**src/include/afu_defines.svh**
```systemverilog
`ifndef AFU_DEFINES_SVH
`define AFU_DEFINES_SVH

// Command tag width and table depth
`define AFU_TAG_BITS        8
`define AFU_TAG_COUNT       256

// Compute unit id
`define AFU_CU_ID_BITS      4

// Half-line layout, one parity bit per doubleword
`define AFU_DOUBLE_WORDS    8
`define AFU_HALF_LINE_BITS  512
`define AFU_DW_BITS         (`AFU_HALF_LINE_BITS / `AFU_DOUBLE_WORDS)

// Full cache line, two halves
`define AFU_LINE_BITS       (2 * `AFU_HALF_LINE_BITS)

`endif

```
**src/hdl/afu_pkg.sv**
```systemverilog
`include "afu_defines.svh"

package afu_pkg;

  typedef enum logic [1:0] {
    CMD_INVALID = 2'd0,
    CMD_READ    = 2'd1,
    CMD_WED     = 2'd2,
    CMD_WRITE   = 2'd3
  } cmd_type_t;

  // Host side beat, odd parity on tag and each doubleword
  typedef struct packed {
    logic                             write_valid;
    logic [`AFU_TAG_BITS-1:0]         write_tag;
    logic                             write_tag_parity;
    logic                             write_address;  // Half-line select
    logic [`AFU_HALF_LINE_BITS-1:0]   write_data;
    logic [`AFU_DOUBLE_WORDS-1:0]     write_parity;
  } buffer_write_t;

  typedef struct packed {
    logic                             valid;
    logic [`AFU_TAG_BITS-1:0]         tag;
    logic [`AFU_CU_ID_BITS-1:0]       cu_id;
    cmd_type_t                        cmd_type;
  } cmd_issue_t;

  // Table lookup result
  typedef struct packed {
    logic [`AFU_CU_ID_BITS-1:0]       cu_id;
    cmd_type_t                        cmd_type;
  } command_tag_line_t;

  typedef struct packed {
    logic [`AFU_TAG_BITS-1:0]         tag;
    logic [`AFU_CU_ID_BITS-1:0]       cu_id;
    cmd_type_t                        cmd_type;
    logic [`AFU_HALF_LINE_BITS-1:0]   data;
  } read_line_t;

  typedef struct packed {
    logic                             read_data;
    logic                             wed_data;
    read_line_t                       line;
  } data_control_out_t;

  // Half 0 sits in the low half of data
  typedef struct packed {
    logic                             valid;
    logic                             read_data;
    logic                             wed_data;
    logic [`AFU_TAG_BITS-1:0]         tag;
    logic [`AFU_CU_ID_BITS-1:0]       cu_id;
    logic [`AFU_LINE_BITS-1:0]        data;
  } full_line_t;

endpackage

```
**src/hdl/read_data_control.sv**
```systemverilog
`include "afu_defines.svh"

module read_data_control (
  input  logic                               clock,
  input  logic                               rstn,
  input  logic                               enabled,
  input  afu_pkg::buffer_write_t             buffer_in,
  input  afu_pkg::command_tag_line_t         tag_line,
  output logic [`AFU_TAG_BITS-1:0]           lookup_tag,
  output logic [1:0]                         data_read_error,  // [0] tag, [1] data
  output afu_pkg::data_control_out_t         half_0,
  output afu_pkg::data_control_out_t         half_1
);

  afu_pkg::buffer_write_t          buffer_latched;
  logic                            steer_0;
  logic                            steer_1;
  logic                            tag_parity_calc;
  logic [`AFU_DOUBLE_WORDS-1:0]    dw_parity_calc;
  logic                            tag_parity_error;
  logic                            data_parity_error;

  ////////////////////////////////////////////////////////////////////////////
  // Input latch
  ////////////////////////////////////////////////////////////////////////////

  // Beat and its parity bits land together
  always_ff @(posedge clock or negedge rstn) begin
    if (!rstn) begin
      buffer_latched <= '0;
    end else if (enabled) begin
      buffer_latched <= buffer_in;
    end else begin
      buffer_latched <= '0;  // Beat dropped while disabled
    end
  end

  assign lookup_tag = buffer_latched.write_tag;

  ////////////////////////////////////////////////////////////////////////////
  // Half-line steering
  ////////////////////////////////////////////////////////////////////////////

  assign steer_0 = buffer_latched.write_valid & ~buffer_latched.write_address;
  assign steer_1 = buffer_latched.write_valid &  buffer_latched.write_address;

  // Tag context and command class for one half
  function automatic afu_pkg::data_control_out_t build_half(
    input afu_pkg::buffer_write_t      beat,
    input afu_pkg::command_tag_line_t  entry
  );
    afu_pkg::data_control_out_t h;
    h = '0;
    case (entry.cmd_type)
      afu_pkg::CMD_READ: h.read_data = 1'b1;
      afu_pkg::CMD_WED:  h.wed_data  = 1'b1;
      default: ;                             // Neither flag
    endcase
    h.line.tag      = beat.write_tag;
    h.line.cu_id    = entry.cu_id;
    h.line.cmd_type = entry.cmd_type;
    h.line.data     = beat.write_data;
    return h;
  endfunction

  always_ff @(posedge clock or negedge rstn) begin
    if (!rstn) begin
      half_0 <= '0;
    end else if (steer_0) begin
      half_0 <= build_half(buffer_latched, tag_line);
    end else begin
      half_0 <= '0;  // One-cycle level per beat
    end
  end

  always_ff @(posedge clock or negedge rstn) begin
    if (!rstn) begin
      half_1 <= '0;
    end else if (steer_1) begin
      half_1 <= build_half(buffer_latched, tag_line);
    end else begin
      half_1 <= '0;
    end
  end

  ////////////////////////////////////////////////////////////////////////////
  // Odd parity recompute
  ////////////////////////////////////////////////////////////////////////////

  // Parity bit makes the count of ones odd
  assign tag_parity_calc = ~^buffer_latched.write_tag;

  always_comb begin
    for (int i = 0; i < `AFU_DOUBLE_WORDS; i++) begin
      dw_parity_calc[i] = ~^buffer_latched.write_data[i*`AFU_DW_BITS +: `AFU_DW_BITS];
    end
  end

  ////////////////////////////////////////////////////////////////////////////
  // Error pipeline
  ////////////////////////////////////////////////////////////////////////////

  always_ff @(posedge clock or negedge rstn) begin
    if (!rstn) begin
      tag_parity_error  <= 1'b0;
      data_parity_error <= 1'b0;
    end else if (buffer_latched.write_valid) begin
      tag_parity_error  <= tag_parity_calc ^ buffer_latched.write_tag_parity;
      data_parity_error <= |(dw_parity_calc ^ buffer_latched.write_parity);
    end else begin
      tag_parity_error  <= 1'b0;
      data_parity_error <= 1'b0;
    end
  end

  // Second stage, one-cycle report
  always_ff @(posedge clock or negedge rstn) begin
    if (!rstn) begin
      data_read_error <= 2'b00;
    end else begin
      data_read_error <= {data_parity_error, tag_parity_error};
    end
  end

endmodule

```
**config.mk**
```make
export PLATFORM = sky130hd
export DESIGN_NAME = read_data_control
export DESIGN_NICKNAME = d
export VERILOG_FILES = /design/src/hdl/afu_pkg.sv /design/src/hdl/read_data_control.sv
export VERILOG_INCLUDE_DIRS = /design/src /design/src/include
export SDC_FILE = /design/constraint.sdc
export NUM_CORES = 2
export LEC_CHECK = 0
export BUFFER_PORTS_ARGS = -buffer_cell sky130_fd_sc_hd__buf_2
export CORE_AREA = 2 2 629 631
export DETAILED_ROUTE_END_ITERATION = 8
export DIE_AREA = 0 0 631 633
export HOLD_SLACK_MARGIN = 0.08
export SYNTH_ARGS = -nofsm -noshare
export SYNTH_HDL_FRONTEND = slang
export SYNTH_SLANG_ARGS = --single-unit
export TNS_END_PERCENT = 100
```
**constraint.sdc**
```tcl
create_clock -name clock -period 2.9 [get_ports clock]
set_clock_uncertainty 0.2 [all_clocks]
set_input_delay 0.145 -clock clock [delete_from_list [all_inputs] [get_ports clock]]
set_output_delay 0.145 -clock clock [all_outputs]
set_load 0.01 [all_outputs]
```
---- Yosys cells after proc, flatten, opt, wreduce, memory -nomap -nowiden ----
Index checks and enable logic that the tools add are counted.
storage, ports and cells
  output and inout bits ................... 1,066
  logic and storage cells ................. 45
  memories ................................ 0
  bits in read-only memories .............. 0
  input port bits ......................... 540
  register bits ........................... 1,591
  latch bits .............................. 0
  bits in writable memories ............... 0
operators by class
  reductions and logical operators ........ 10
  add/subtract/negate cells ............... 0
  multiplexer cells ....................... 7
  divide/modulo/power cells ............... 0
  bitwise logic cells ..................... 5
  equal/unequal tests ..................... 2
  magnitude comparators ................... 0
  shifts and indexed selects .............. 0
  $mul .................................... 0
operators by type and width
  cell                                            number
  two-way mux 528 bit                             2
  two-way mux 531 bit                             1
  XNOR reduction 64 bit                           8
  OR reduction 8 bit                              1
  XNOR reduction 8 bit                            1
  bitwise XOR 8 bit                               1
  two-way mux 1 bit                               4
  AND 1 bit                                       2
  == test 2 x 1 -> 1 bit (second input constant)  1
  == test 2 bit (second input constant)           1
  inverter 1 bit                                  1
  bitwise XOR 1 bit                               1

---- Depth between registers and ports, before layout ----
  word-level depth ........................ 4
  mapped depth ............................ 7
  mapped depth without buffers ............ 7

---- Worst setup path after synthesis ----
Ideal clock, no wire load.
  path kind ............................... register -> register
  start point ............................. reg buffer_latched[490] (netlist name)
  end point ............................... reg data_parity_error
  data required time ...................... 2.571 ns
  arrival time ............................ 2.267 ns
  slack ................................... 0.303 ns
  library setup time ...................... 0.129 ns
  cell stages (with the launch flop) ...... 8
  path buffers ............................ 0
  cells stage by stage .................... dfrtp_1 > xor2_1 > xnor3_1 > xnor3_1 > xnor3_1 > xnor3_1 > nand2_1 > o41a_1
between the ends
  word-level cells in the longest chain between the ends .. 4
ends and longest elaborated chain
  item                    line                      text
  from (decl)             read_data_control.sv:15   afu_pkg::buffer_write_t buffer_latched;
  from (signal assigned)  read_data_control.sv:32   buffer_latched <= buffer_in;
  XNOR reduction 64 bit   read_data_control.sv:95   dw_parity_calc[i] = ~^buffer_latched.write_data[i*`AFU_DW_BITS +: `AFU_DW_BITS];
  bitwise XOR 8 bit       read_data_control.sv:109  data_parity_error <= |(dw_parity_calc ^ buffer_latched.write_parity);
  OR reduction 8 bit      read_data_control.sv:109
  two-way mux 1 bit       read_data_control.sv:107  end else if (buffer_latched.write_valid) begin
  to (signal assigned)    read_data_control.sv:109
  to (decl)               read_data_control.sv:21   logic data_parity_error;
Every way passes these cells.

---- Worst setup path in the final report ----
  start point ............................. reg buffer_latched[127] (netlist name)
  end point ............................... reg data_parity_error
The elaborated chain is that of the path after synthesis.

==> out/summary.log <==
INFO  worst_setup_path timing.critical_path.slowest_cell_delay=0.45ns
INFO  route          via_count=45590
INFO  min_path       hold_depth=0
INFO  synth          yosysTopAreaCell=dfrtp_1
INFO  synth          mappedNetlistNets=4458
INFO  synth          syn-instance-count=3918
INFO  final_layout   multi_input_combinational_cell_area=14840um^2
INFO  synth          synth_top_cells_by_area=dfrtp_1, and2_1, xnor2_1
INFO  worst_setup_path path_max_fanout=3
INFO  final_layout   register_area=39830um^2
INFO  clock_tree     h-tree-depth=4
INFO  power          totalPowerFinal=58.55mW
INFO  worst_setup_path regToRegStartpoint=buffer_latched[127]
INFO  worst_setup_path crit_top_cell=xnor2_1
INFO  clock_tree     numCtsBuffers=187
INFO  clock_tree     clkSinkCount=1591
INFO  synth          yosysTopAreaCellShare=71.79%
INFO  min_path       hold_path.startpoint=tag_parity_error
INFO  min_path       min_path_type=reg2reg
INFO  global_route   grt_overflow=0
INFO  placement      placement.io_buffers=1605
INFO  sta            total_of_endpoints_with_negative_setup_slack_in_the_final_report=0
INFO  power          power_density_of_the_placed_cells=616.8nW/um^2
INFO  sta            worst_slew_margin_rel=41.85%
INFO  final_layout   layout.filler_cells=40980
INFO  clock_tree     clk_path_buf_depth=4
INFO  clock_tree     clock_latency_on_the_worst_skew_pair=0.88ns
INFO  floorplanning  dieArea=399400um^2
INFO  synth          synthesis.yosys.warnings=0
INFO  worst_setup_path r2r_cells=9
INFO  worst_setup_path path_class=reg2reg
INFO  floorplanning  design.core.area=392000um^2
INFO  placement      postPlaceCellArea=72090um^2
INFO  route          drt.antenna.violating_nets=0
INFO  global_route   grt_pass1_wl=464600um
INFO  synth          syn_area_per_cell=14.16um^2
INFO  synth          seq_area_frac_synth=71.79%
INFO  floorplanning  core.rowCount=230
INFO  final_layout   final_cell_area=94930um^2
INFO  final_layout   post_route_cells_drive_above_1_share=30.24%
INFO  power          p_leak=49.70nW
INFO  floorplanning  die_h=633um
INFO  global_route   number_of_global_route_vias_before_repair=48700
INFO  synth          netlist_area=55460um^2
INFO  route          detail_route.drc_violations=0
INFO  floorplanning  floorplan.initialDensity=14.15%
INFO  clock_tree     clk_pin_slew=0.07ns
INFO  route          post_drt_via_cell_ratio=3.561
INFO  global_route   antenna_violations_before_repair=83
INFO  floorplanning  top_level_ports=1606
INFO  sta            hold_viol_final=0
INFO  placement      place.detailed.hpwl=286200um
INFO  global_route   grt_usage=17.49%
INFO  floorplanning  floorplan.die.width=631um
INFO  run_status     outcome=finished, final reports clean
INFO  sta            fin_hold_ws=0.1632ns
INFO  worst_setup_path critPathLaunch=buffer_latched[127]
INFO  worst_setup_path setup.worst_path.start_class=flip-flop
INFO  flow_run       max_cap_viol_count=0
INFO  final_layout   design.final.nets=7938
INFO  sta            finalWorstPathRequiredPeriod=2.894ns
INFO  route          wl_per_cell=28.25um
INFO  sta            slew_viol_final=0
INFO  sta            rsz0062_at_grt=yes
INFO  synth          yosysUniqueCellTypes=20
INFO  route          route.final.wire_length=361700um
INFO  sta            worst_slew_pin_slew=0.8661ns
INFO  worst_setup_path cp-end-kind=flip-flop
INFO  worst_setup_path path_buf_inv=2
INFO  worst_setup_path crit_required=3.46ns
INFO  worst_setup_path cp_data_arrival_time=3.46ns
INFO  worst_setup_path slowest_cp_cell=xnor3_2
INFO  worst_setup_path critical_path_cell_count=9
INFO  worst_setup_path cp_cell_sequence=xnor2_2 -> xnor2_1 -> xnor2_1 -> xnor3_1 -> xnor3_2 -> buf_12 -> nand4_1 -> buf_6 -> o41a_1
INFO  power          peakVddDrop=0.0005339V
INFO  sta            min_period_over_period=99.80%
INFO  route          drt_first_pass_iters=5
INFO  clock_tree     tritoncts=yes
INFO  synth          ys_seq_elements=1591
INFO  global_route   grt_start_max_net_pins=161
INFO  placement      place_congestion=0.9421
INFO  worst_setup_path family_with_the_most_delay_on_the_worst_path=XOR/XNOR gates
INFO  sta            achievable-frequency=345.5MHz
INFO  clock_tree     cts.root.buffer_cell=clkbuf_16
INFO  route          dr.first_iter.drc_count=3362
INFO  final_layout   layout-area-overhead-vs-synth=71.17%
[worst reg2reg max path, delay by kind of cell, from the launching register on]
kind / cells / cell delay [ns]
compound gates: 1 / 0.30
xor+xnor: 5 / 1.42
buf+inv: 2 / 0.28
flops: 1 / 0.44
simple gates: 1 / 0.13
[timing repair]
action                     4_1_cts  5_1_grt
setup endpoints to repair        1        1
pin swaps                       17       18
buffers inserted                 1        1
resized for setup               22       10
hold buffers                  1600        0
hold endpoints to repair      2138        0
[power by group]
part	total (mW)	switching (mW)	internal (mW)
clock network	25.5	10.5	15.0
registers	23.4	0.573	22.8
logic	9.68	4.71	4.97
[path summary, 6_finish.rpt]
| path | endpoint | slack, ns |
|---|---|---|
| max | data_parity_error | 0.006 |
| min | data_read_error[0] | 0.16 |
| max reg2reg | data_parity_error | 0.006 |
| min reg2reg | data_read_error[0] | 0.16 |
| max in group asynchronous | buffer_latched[520] | 1.10 |
| min in group asynchronous | half_1[525] | 0.55 |
[flip-flops by register name (all words and copies together), names as in the netlist]
signal             flops
buffer_latched       523
lookup_tag             8
data_parity_error      1
half_0               528
half_1               528
tag_parity_error       1
data_read_error        2
[layout make-up]
cell class | instances | area share [%]
diodes | 37 | 0.09753
clock buffers | 246 | 5.524
clock inverters | 92 | 1.369
multi-input cells | 2084 | 15.64
flip-flops and latches | 1591 | 41.96
well taps | 5220 | 6.880
repair buffers | 3534 | 28.54
[logic make-up after synthesis]
kind of cell | Yosys count | synth area share [%]
and+or+nand+nor | 1595 | 17.97
buffers and inverters | 243 | 1.712
xor gates and xnor gates | 488 | 8.510
DFF | 1591 | 71.79
AOI/OAI and AO/OA | 1 | 0.02030
[through the flow]
step                setup slack [ns]  instances  setup TNS (ns)  util (%)
finish                      0.005663      12800               0     24.22
global route                -0.04931      12780        -0.04931     24.21
CTS                         -0.01567      12770        -0.01567     24.18
detailed placement           -0.3356      10830         -0.3356     18.39
global placement             -0.3138      10830         -0.3138     18.39
floorplan                     0.3032       3918               0         -
[cells in the mapped netlist (all sizes together)]
cell type  number
nand2b          3
and2         1058
nand2           2
xor2           59
nand4           1
xnor3          32
clkbuf        233
xnor2         397
nor2b           1
buf            10
and3          526
dfrtp        1591
nor2            4
o41a            1
[cell usage in the layout, fill, tap and decap left out, types with 9 or more instances in the layout]
cell,Yosys,layout
and2_1,1057,1057
xnor2_1,397,383
clkbuf_8,0,30
buf_4,8,286
xnor2_2,0,13
bufinv_16,0,24
inv_6,0,9
clkbuf_16,0,189
xnor3_1,30,23
diode_2,0,37
and3_1,525,525
clkinvlp_4,0,15
dfrtp_1,1591,1583
buf_2,0,1603
xor2_1,59,58
clkinv_2,0,26
buf_12,0,43
clkbuf_1,233,27
dlygate4sd3_1,0,1599
[metal layers]
layer | global-route usage [%] | up-vias | share of wire, %
li1 | - | 19390 | -
met1 | 19.63 | 23450 | 37
met2 | 27.20 | 2103 | 44
met3 | 9.057 | 621 | 13
met4 | 8.524 | 22 | 5.7
met5 | 0 | - | 0.051
Power figures use the tool's default switching activity.
